### src/rtl/game_pkg.sv
/* Shared game types and constants for the keeper view block.
   Colors are 4:4:4 RGB, and the sent keeper position never exceeds 10 bits */

package game_pkg;

    // Game phase as driven by the game FSM
    typedef enum logic [1:0] {
        MENU,
        SHOOTER,
        KEEPER,
        RESULT
    } g_state;

    // VGA stream widths
    parameter int CNT_W = 11;
    parameter int RGB_W = 12;

    // Mouse coordinate width and clamp for the sent position
    parameter int POS_W    = 12;
    parameter int XPOS_MAX = 1023;

    // UART frame tags, low three bits of every byte
    parameter logic [2:0] FRAME_LO_TAG = 3'b001;  // Carries xpos[4:0]
    parameter logic [2:0] FRAME_HI_TAG = 3'b010;  // Carries xpos[9:5]

    // Opcode from the other board asking for a fresh low frame
    parameter logic [2:0] OP_RESYNC = 3'b111;

    parameter logic [RGB_W-1:0] CURSOR_RGB = 12'hFFF;
    parameter logic [RGB_W-1:0] GLOVES_RGB = 12'hFA0;

endpackage
### src/rtl/vga_if.sv
/* Timed VGA pixel stream. All fields of one pixel travel in the same cycle */

`timescale 1ns/1ps

interface vga_if;

    logic [game_pkg::CNT_W-1:0] hcount;
    logic [game_pkg::CNT_W-1:0] vcount;
    logic                       hsync;
    logic                       vsync;
    logic                       hblnk;
    logic                       vblnk;
    logic [game_pkg::RGB_W-1:0] rgb;

    modport in (
        input hcount, vcount, hsync, vsync, hblnk, vblnk, rgb
    );

    modport out (
        output hcount, vcount, hsync, vsync, hblnk, vblnk, rgb
    );

endinterface

### src/rtl/keeper_view_top.sv
/* Keeper view top level. The video stream is already timed and has no back-pressure;
   the UART, mouse decoder and game FSM sit outside this block */

`timescale 1ns/1ps

module keeper_view_top #(
    parameter int CURSOR_SIZE = 8,
    parameter int GLOVES_SIZE = 16   // 8 or 16 only
) (
    input  logic                       clk,
    input  logic                       rst,
    input  logic [game_pkg::CNT_W-1:0] hcount_in,
    input  logic [game_pkg::CNT_W-1:0] vcount_in,
    input  logic                       hsync_in,
    input  logic                       vsync_in,
    input  logic                       hblnk_in,
    input  logic                       vblnk_in,
    input  logic [game_pkg::RGB_W-1:0] rgb_in,
    input  logic [game_pkg::POS_W-1:0] xpos,
    input  logic [game_pkg::POS_W-1:0] ypos,
    input  game_pkg::g_state           game_state,
    input  logic                       tx_full,
    input  logic [2:0]                 op_code_data,
    output logic [game_pkg::CNT_W-1:0] hcount_out,
    output logic [game_pkg::CNT_W-1:0] vcount_out,
    output logic                       hsync_out,
    output logic                       vsync_out,
    output logic                       hblnk_out,
    output logic                       vblnk_out,
    output logic [game_pkg::RGB_W-1:0] rgb_out,
    output logic [7:0]                 tx_data,
    output logic                       tx_wr
);

    vga_if in_if ();
    vga_if out_if ();

    assign in_if.hcount = hcount_in;
    assign in_if.vcount = vcount_in;
    assign in_if.hsync  = hsync_in;
    assign in_if.vsync  = vsync_in;
    assign in_if.hblnk  = hblnk_in;
    assign in_if.vblnk  = vblnk_in;
    assign in_if.rgb    = rgb_in;

    mouse_control #(
        .CURSOR_SIZE(CURSOR_SIZE),
        .GLOVES_SIZE(GLOVES_SIZE)
    ) u_mouse_control (
        .clk,
        .rst,
        .xpos,
        .ypos,
        .game_state,
        .tx_full,
        .op_code_data,
        .in (in_if),
        .out(out_if),
        .tx_data,
        .tx_wr
    );

    assign hcount_out = out_if.hcount;
    assign vcount_out = out_if.vcount;
    assign hsync_out  = out_if.hsync;
    assign vsync_out  = out_if.vsync;
    assign hblnk_out  = out_if.hblnk;
    assign vblnk_out  = out_if.vblnk;
    assign rgb_out    = out_if.rgb;

endmodule

### src/rtl/mouse_control.sv
/* Picks the gloves overlay in KEEPER and the cursor otherwise, 3 cycles in total.
   Runs the keeper position sender beside the video path */

`timescale 1ns/1ps

module mouse_control #(
    parameter int CURSOR_SIZE = 8,
    parameter int GLOVES_SIZE = 16
) (
    input  logic                       clk,
    input  logic                       rst,
    input  logic [game_pkg::POS_W-1:0] xpos,
    input  logic [game_pkg::POS_W-1:0] ypos,
    input  game_pkg::g_state           game_state,
    input  logic                       tx_full,
    input  logic [2:0]                 op_code_data,
    vga_if.in                          in,
    vga_if.out                         out,
    output logic [7:0]                 tx_data,
    output logic                       tx_wr
);

    logic keeper_sel;

    vga_if cursor_if ();
    vga_if gloves_if ();

    cursor_draw #(
        .CURSOR_SIZE(CURSOR_SIZE)
    ) u_cursor_draw (
        .clk,
        .rst,
        .xpos,
        .ypos,
        .in (in),
        .out(cursor_if)
    );

    gloves_draw #(
        .GLOVES_SIZE(GLOVES_SIZE)
    ) u_gloves_draw (
        .clk,
        .rst,
        .xpos,
        .ypos,
        .in (in),
        .out(gloves_if)
    );

    keeper_pos_tx u_keeper_pos_tx (
        .clk,
        .rst,
        .xpos,
        .tx_full,
        .op_code_data,
        .tx_data,
        .tx_wr
    );

    assign keeper_sel = (game_state == game_pkg::KEEPER);

    // Output register, state change shows up one cycle later
    always_ff @(posedge clk) begin
        if (rst) begin
            out.hcount <= '0;
            out.vcount <= '0;
            out.hsync  <= 1'b0;
            out.vsync  <= 1'b0;
            out.hblnk  <= 1'b0;
            out.vblnk  <= 1'b0;
            out.rgb    <= '0;
        end else begin
            out.hcount <= keeper_sel ? gloves_if.hcount : cursor_if.hcount;
            out.vcount <= keeper_sel ? gloves_if.vcount : cursor_if.vcount;
            out.hsync  <= keeper_sel ? gloves_if.hsync  : cursor_if.hsync;
            out.vsync  <= keeper_sel ? gloves_if.vsync  : cursor_if.vsync;
            out.hblnk  <= keeper_sel ? gloves_if.hblnk  : cursor_if.hblnk;
            out.vblnk  <= keeper_sel ? gloves_if.vblnk  : cursor_if.vblnk;
            out.rgb    <= keeper_sel ? gloves_if.rgb    : cursor_if.rgb;
        end
    end

    // Catches a stream that was never driven somewhere along the pipeline
    a_hcount_known: assert property (@(posedge clk) disable iff (rst)
        !$isunknown(out.hcount) && ({1'b0, out.hcount} < 12'd2048));

endmodule

### src/rtl/keeper_pos_tx.sv
/* Sends the clamped keeper x position as two tagged bytes, low half first.
   Every byte is written only after the previous one was taken (full rose, then fell) */

`timescale 1ns/1ps

module keeper_pos_tx (
    input  logic                       clk,
    input  logic                       rst,
    input  logic [game_pkg::POS_W-1:0] xpos,
    input  logic                       tx_full,
    input  logic [2:0]                 op_code_data,
    output logic [7:0]                 tx_data,
    output logic                       tx_wr
);

    localparam int PW = game_pkg::POS_W;

    typedef enum logic [1:0] {WAIT_FULL, READY, SEND} pace_t;

    pace_t       state, state_nxt;
    logic [9:0]  xpos_clamp;
    logic [4:0]  hi_bits;     // Upper half of the last low-frame sample
    logic        half_hi;     // Next frame is the high half
    logic        resync;
    logic        resync_req;
    logic        load;
    logic        send_lo;

    always_comb begin
        xpos_clamp = (xpos > PW'(game_pkg::XPOS_MAX)) ? 10'(game_pkg::XPOS_MAX) : xpos[9:0];
        resync_req = !tx_full && (op_code_data == game_pkg::OP_RESYNC);
        load       = (state == READY) && !tx_full;
        send_lo    = !half_hi || resync || resync_req;
        tx_wr      = (state == SEND);
    end

    always_comb begin
        state_nxt = state;
        case (state)
            READY:     if (!tx_full) state_nxt = SEND;
            SEND:      state_nxt = WAIT_FULL;
            WAIT_FULL: if (tx_full) state_nxt = READY;  // Byte taken by the UART
            default:   state_nxt = READY;
        endcase
    end

    always_ff @(posedge clk) begin
        if (rst) begin
            state   <= READY;
            half_hi <= 1'b0;
            resync  <= 1'b0;
            tx_data <= 8'h00;
        end else begin
            state <= state_nxt;
            if (load) begin
                if (send_lo) begin
                    tx_data <= {xpos_clamp[4:0], game_pkg::FRAME_LO_TAG};
                    half_hi <= 1'b1;
                    resync  <= 1'b0;
                end else begin
                    tx_data <= {hi_bits, game_pkg::FRAME_HI_TAG};
                    half_hi <= 1'b0;
                end
            end else if (resync_req) begin
                resync <= 1'b1;
            end
        end
    end

    always_ff @(posedge clk) begin
        if (load && send_lo)
            hi_bits <= xpos_clamp[9:5];
    end

    a_no_wr_when_full: assert property (@(posedge clk) disable iff (rst)
        tx_wr |-> !tx_full);

    a_tag_valid: assert property (@(posedge clk) disable iff (rst)
        tx_wr |-> (tx_data[2:0] == game_pkg::FRAME_LO_TAG ||
                   tx_data[2:0] == game_pkg::FRAME_HI_TAG));

endmodule

### src/rtl/gloves_draw.sv
/* Gloves sprite overlay at (xpos, ypos), 2 cycles of latency.
   GLOVES_SIZE must be 8 or 16; size 8 shows the top-left quarter of the mask */

`timescale 1ns/1ps

module gloves_draw #(
    parameter int GLOVES_SIZE = 16
) (
    input  logic                       clk,
    input  logic                       rst,
    input  logic [game_pkg::POS_W-1:0] xpos,
    input  logic [game_pkg::POS_W-1:0] ypos,
    vga_if.in                          in,
    vga_if.out                         out
);

    localparam int AW = game_pkg::POS_W + 1;

    // Two gloves, columns 1..6 and 9..14, rows 2..13
    localparam logic [15:0] MASK [16] = '{
        16'h0000, 16'h0000, 16'h7E7E, 16'h7E7E,
        16'h7E7E, 16'h7E7E, 16'h7E7E, 16'h7E7E,
        16'h7E7E, 16'h7E7E, 16'h7E7E, 16'h7E7E,
        16'h7E7E, 16'h7E7E, 16'h0000, 16'h0000
    };

    logic [AW-1:0] dx, dy;  // Position inside the sprite box
    logic          in_box;
    logic          mask_bit;

    logic [game_pkg::CNT_W-1:0] hcount_q, vcount_q;
    logic                       hsync_q, vsync_q, hblnk_q, vblnk_q;
    logic [game_pkg::RGB_W-1:0] rgb_q;
    logic                       inside_q, mask_q;

    always_comb begin
        dx       = AW'(in.hcount) - AW'(xpos);
        dy       = AW'(in.vcount) - AW'(ypos);
        in_box   = (AW'(in.hcount) >= AW'(xpos)) && (dx < AW'(GLOVES_SIZE)) &&
                   (AW'(in.vcount) >= AW'(ypos)) && (dy < AW'(GLOVES_SIZE));
        mask_bit = MASK[dy[3:0]][dx[3:0]];
    end

    // Stage 1: mask read and box flag
    always_ff @(posedge clk) begin
        if (rst) begin
            hcount_q <= '0;
            vcount_q <= '0;
            hsync_q  <= 1'b0;
            vsync_q  <= 1'b0;
            hblnk_q  <= 1'b0;
            vblnk_q  <= 1'b0;
            rgb_q    <= '0;
            inside_q <= 1'b0;
            mask_q   <= 1'b0;
        end else begin
            hcount_q <= in.hcount;
            vcount_q <= in.vcount;
            hsync_q  <= in.hsync;
            vsync_q  <= in.vsync;
            hblnk_q  <= in.hblnk;
            vblnk_q  <= in.vblnk;
            rgb_q    <= in.rgb;
            inside_q <= in_box;
            mask_q   <= mask_bit;
        end
    end

    // Stage 2: paint
    always_ff @(posedge clk) begin
        if (rst) begin
            out.hcount <= '0;
            out.vcount <= '0;
            out.hsync  <= 1'b0;
            out.vsync  <= 1'b0;
            out.hblnk  <= 1'b0;
            out.vblnk  <= 1'b0;
            out.rgb    <= '0;
        end else begin
            out.hcount <= hcount_q;
            out.vcount <= vcount_q;
            out.hsync  <= hsync_q;
            out.vsync  <= vsync_q;
            out.hblnk  <= hblnk_q;
            out.vblnk  <= vblnk_q;
            if (inside_q && mask_q && !hblnk_q && !vblnk_q)
                out.rgb <= game_pkg::GLOVES_RGB;
            else
                out.rgb <= rgb_q;
        end
    end

    // The registered box flag must stay aligned with the row of the registered pixel
    a_row_in_box: assert property (@(posedge clk) disable iff (rst)
        inside_q |-> ((AW'(vcount_q) - AW'($past(ypos))) < AW'(GLOVES_SIZE)));

endmodule

### src/rtl/cursor_draw.sv
/* Square cursor overlay, top-left corner at (xpos, ypos). Latency is 2 cycles
   to line up with the gloves path; blanked pixels are never painted */

`timescale 1ns/1ps

module cursor_draw #(
    parameter int CURSOR_SIZE = 8
) (
    input  logic                       clk,
    input  logic                       rst,
    input  logic [game_pkg::POS_W-1:0] xpos,
    input  logic [game_pkg::POS_W-1:0] ypos,
    vga_if.in                          in,
    vga_if.out                         out
);

    localparam int AW = game_pkg::POS_W + 1;  // One spare bit for xpos + size

    logic [AW-1:0] h_ext, v_ext;
    logic [AW-1:0] x_end, y_end;
    logic          hit;

    logic [game_pkg::CNT_W-1:0] hcount_q, vcount_q;
    logic                       hsync_q, vsync_q, hblnk_q, vblnk_q;
    logic [game_pkg::RGB_W-1:0] rgb_q;

    always_comb begin
        h_ext = AW'(in.hcount);
        v_ext = AW'(in.vcount);
        x_end = AW'(xpos) + AW'(CURSOR_SIZE);
        y_end = AW'(ypos) + AW'(CURSOR_SIZE);
        hit   = (h_ext >= AW'(xpos)) && (h_ext < x_end) &&
                (v_ext >= AW'(ypos)) && (v_ext < y_end) &&
                !in.hblnk && !in.vblnk;
    end

    // Drawing register
    always_ff @(posedge clk) begin
        if (rst) begin
            hcount_q <= '0;
            vcount_q <= '0;
            hsync_q  <= 1'b0;
            vsync_q  <= 1'b0;
            hblnk_q  <= 1'b0;
            vblnk_q  <= 1'b0;
            rgb_q    <= '0;
        end else begin
            hcount_q <= in.hcount;
            vcount_q <= in.vcount;
            hsync_q  <= in.hsync;
            vsync_q  <= in.vsync;
            hblnk_q  <= in.hblnk;
            vblnk_q  <= in.vblnk;
            rgb_q    <= hit ? game_pkg::CURSOR_RGB : in.rgb;
        end
    end

    // Alignment register, matches the gloves address stage
    always_ff @(posedge clk) begin
        if (rst) begin
            out.hcount <= '0;
            out.vcount <= '0;
            out.hsync  <= 1'b0;
            out.vsync  <= 1'b0;
            out.hblnk  <= 1'b0;
            out.vblnk  <= 1'b0;
            out.rgb    <= '0;
        end else begin
            out.hcount <= hcount_q;
            out.vcount <= vcount_q;
            out.hsync  <= hsync_q;
            out.vsync  <= vsync_q;
            out.hblnk  <= hblnk_q;
            out.vblnk  <= vblnk_q;
            out.rgb    <= rgb_q;
        end
    end

endmodule

### config.mk
export PLATFORM = sky130hd
export DESIGN_NAME = keeper_view_top
export DESIGN_NICKNAME = d
export VERILOG_FILES = /design/src/rtl/game_pkg.sv /design/src/rtl/vga_if.sv /design/src/rtl/keeper_view_top.sv /design/src/rtl/mouse_control.sv /design/src/rtl/keeper_pos_tx.sv /design/src/rtl/gloves_draw.sv /design/src/rtl/cursor_draw.sv
export SDC_FILE = /design/constraint.sdc
export NUM_CORES = 1
export LEC_CHECK = 0
export ABC_AREA = 1
export BUFFER_PORTS_ARGS = -buffer_cell sky130_fd_sc_hd__buf_4
export CORE_MARGIN = 2
export CORE_UTILIZATION = 33
export DETAILED_ROUTE_END_ITERATION = 12
export PLACE_DENSITY = 0.48
export SYNTH_ARGS = -nofsm -noshare
export SYNTH_HDL_FRONTEND = slang
export SYNTH_SLANG_ARGS = --single-unit
### constraint.sdc
create_clock -name clk -period 2.6 [get_ports clk]
set_clock_uncertainty 0.2 [all_clocks]
set_input_delay 0.26 -clock clk [delete_from_list [all_inputs] [get_ports clk]]
set_output_delay 0.26 -clock clk [all_outputs]
set_load 0.1 [all_outputs]
==> impl_metrics.ini <==
[run_status]
outcome = completed

[place]
io_buffers = 115
hpwlAfterDp_mm = 12.2
placed_cells = 1288
place_congestion = 0.798

[worst_hold_path]
hold_depth = 5
min_to = u_mouse_control.u_keeper_pos_tx.tx_data[5]$_SDFFE_PP0P_
min-delay-start = tx_full
hp-class = input pin to flop

[critical_path]
reg2reg_slack_ns = 0.69
rr_endpoint = u_mouse_control.u_keeper_pos_tx.hi_bits[1]$_SDFFCE_PP1P_
cpPeakStageDelay_ns = 0.54
critPathMaxFanout = 12
critPathBufInv = 3
crit_path_cell_trace = dlygate4sd3_1 -> buf_4 -> nand4_2 -> o21ai_0 -> o21ai_0 -> ha_1 -> nand2_1 -> nor2_1 -> o21ai_1 -> a21oi_2 -> nor2_2 -> nand4_4 -> buf_12 -> nand2_1
cp.required_ns = 2.71
path_delay_family = buffers and inverters
crit_type = input pin to flop
rr_startpoint = u_mouse_control.u_keeper_pos_tx.state[1]$_SDFFE_PP0P_
cp_data_arrival_time_ns = 2.41
cp-startpoint = xpos[5]
r2r_cells = 6
critPathLaunchType = input pin
crit_path_end_kind = flop
crit_path_top_delay_cell = dlygate4sd3_1

[yosys]
syn_area_per_cell_sq_um = 7.48
muxShareOfSynthArea_pct = 0
synthArstFlopShare_pct = 0
netlist_instances = 919
synth_edf_count = 5
synth.distinct_cells = 37
syn_area_sq_um = 6870
synth_area_leaders = dfxtp_1 (44%), inv_1 (11%), nor2_1 (9.0%), nand2_1 (8.1%), ha_1 (8.0%)
ys.warnings.count = 0
syn_nets = 1035
synth-simple-area-share_pct = 24.8
synthAdderAreaFrac_pct = 8.59
synth_ff_type = dfxtp_1
ys_seq_area_share_pct = 45.9
yosysTopAreaCellShare_pct = 43.7
synth_top_family_by_area = simple AND/OR/NAND/NOR gates
synth_top_cell_by_area = dfxtp_1
synth-xor-area-share_pct = 1.53
ys_seq_elements = 155
synth-compound-area-share_pct = 6.22

[flow_run]
maxCapViolCount = 0

[pwr]
p_leak_uw = 0.00471
p_sw_share_pct = 33.0
power_density_nw_per_um2 = 708
p_clk_share_pct = 36.6
pwr-share-seq_pct = 40.8
p_total_uw = 6390
switchingPower_uw = 2110
ir_worst_vdd_mv = 0.362
p_int_uw = 4280
share_comb_of_total_power_pct = 22.6

[final_layout]
final_cell_mix = inv_1 (195), nor2_1 (164), dfxtp_1 (150)
drive_above_1_share_pct = 17.6
nNetsFinal = 1197
fillerInstances = 2145
insertedDiodeCount = 0
areaGrowthSynthToFinish_pct = 31.2
instances_no_fill = 1364
mostFrequentLayoutCell = inv_1

[clock_tree]
cts_tree = done
htree_levels = 4
insertion_delay_ns = 0.42
cts_root_buffer = clkbuf_16
cts.sinks = 155
cts_buffers = 17
cts_buffer_depth = 2
clk_pin_slew_worst_paths_ns = 0.07

[global_route]
antenna_found_initial = 0
track_usage_pct = 14.8
grt_max_degree = 62
grt_pass1_wl_mm = 25.8
grt_pass1_vias = 5239
grt_overflow = 0

[sta]
finalSetupTns_ns = 0
fmax_mhz = 434
hold_violations = 0
maxSlewHeadroom_pct = 58.8
tightest_slew_ns = 0.618
finalSetupViolations = 0
whs_ns = 0.0374
rsz0062_at_grt = false
timing.final.crit_share_pct = 88.5
slew_viol_final = 0
fin_crit_ns = 2.30

[detailed_routing]
via_per_inst = 4.08
vias = 5565
first_pass_iters = 4
ant_nets = 0
drc = 0
drt_iter0_drc = 216
wl_mm = 15.7
wl_per_cell_um = 11.5

[floorplanning]
die_w_um = 148
die-area_sq_um = 22000
core_sq_um = 20400
initial_utilization_pct = 33.8
rows = 52
die_h_um = 148
io_pins = 117
[through the flow]
step | cell area (sq um) | setup WS [ns] | util (%)
floorplan | 6870 | 0.616 | -
global placement | 8000 | 0.131 | 39.3
detailed placement | 8000 | 0.122 | 39.3
CTS | 9000 | 0.180 | 44.2
global route | 9020 | 0.0338 | 44.3
finish | 9020 | 0.298 | 44.3
[area by class of cell]
cell class / count / area, sq um / share of cell area [%]
clock buffer: 18 / 439 / 4.87
clock inverter: 14 / 130 / 1.44
inverter: 207 / 777 / 8.62
multi-input combinational: 537 / 2840 / 31.5
sequential: 155 / 3150 / 35.0
tap: 270 / 338 / 3.75
timing repair buffer: 163 / 1340 / 14.9
[how the worst max path moves through the flow]
stage	depth (start not counted)	to	slack (ns)
global route	15	u_mouse_control.u_gloves_draw.inside_q$_SDFF_PP0_	0.03
floorplan	12	u_mouse_control.u_cursor_draw.rgb_q[0]$_SDFF_PP0_	0.62
CTS	12	u_mouse_control.u_cursor_draw.rgb_q[5]$_SDFF_PP0_	0.18
detailed placement	14	u_mouse_control.u_gloves_draw.inside_q$_SDFF_PP0_	0.12
finish	14	u_mouse_control.u_cursor_draw.rgb_q[5]$_SDFF_PP0_	0.30
global placement	14	u_mouse_control.u_gloves_draw.inside_q$_SDFF_PP0_	0.13
[sequential cells by signal, summed over array words and instances (netlist names), 2 cells and up]
signal,flops
u_mouse_control.u_cursor_draw.out.vcount,11
u_mouse_control.out.vcount,11
u_mouse_control.u_cursor_draw.rgb_q,12
u_mouse_control.u_cursor_draw.vcount_q,11
u_mouse_control.u_keeper_pos_tx.tx_data,7
u_mouse_control.u_keeper_pos_tx.hi_bits,5
u_mouse_control.u_keeper_pos_tx.state,2
u_mouse_control.u_cursor_draw.out.rgb,12
u_mouse_control.out.hcount,11
u_mouse_control.u_gloves_draw.out.rgb,12
u_mouse_control.u_cursor_draw.out.hcount,11
u_mouse_control.u_gloves_draw.rgb_q,12
u_mouse_control.out.rgb,12
u_mouse_control.u_cursor_draw.hcount_q,11
[metal layers]
metal	vias up	share of wire (%)	track usage, %	wire length (um)
li1	3099	-	-	-
met1	2363	51	20.1	7950
met2	88	45	23.9	7070
met3	15	3.0	2.82	468
met4	0	1.2	4.57	193
met5	-	0	0	0
[Yosys cell counts, types with 7 or more instances]
| library cell | number |
|---|---|
| xor2_1 | 10 |
| nand2_1 | 149 |
| o21ai_0 | 31 |
| ha_1 | 44 |
| clkbuf_1 | 12 |
| nor3_1 | 10 |
| nand3_1 | 30 |
| inv_2 | 10 |
| nand4_1 | 13 |
| dfxtp_1 | 150 |
| inv_1 | 195 |
| nand2_2 | 14 |
| o21ai_1 | 7 |
| nor2_1 | 164 |
| a21oi_1 | 32 |
[power by group through the flow]
stage	Clock [uW]	Sequential (uW)	Combinational (uW)
4_1_cts	2400	2610	1460
5_1_grt	2510	2630	1610
3_3_place_gp	0	2660	1400
3_5_place_dp	0	2660	1400
6_report	2330	2610	1450
2_1_floorplan	0	3010	686
[cells by family (layout without fill, tap and decap cells)]
logic type      after synthesis  after routing
compound gates               80             80
simple gates                398            398
fa+ha+maj                    46             46
other cells                   1              1
buf+inv                     227            402
xor+xnor                     12             12
flops                       155            155
[repair_timing]
| action | in CTS | in global routing |
|---|---|---|
| setup buffers | 0 | 1 |
| resized for setup | 0 | 1 |
| endpoints found under the setup margin | 0 | 13 |
| hold endpoints to repair | 55 | 0 |
| hold buffers | 43 | 0 |
[tightest hold or removal path, delay by kind of cell]
| kind | cells | cell delay, ns |
|---|---|---|
| AOI/OAI and AO/OA | 3 | 0.21 |
| buffers and inverters | 2 | 0.16 |
Power figures use the tool's default switching activity.
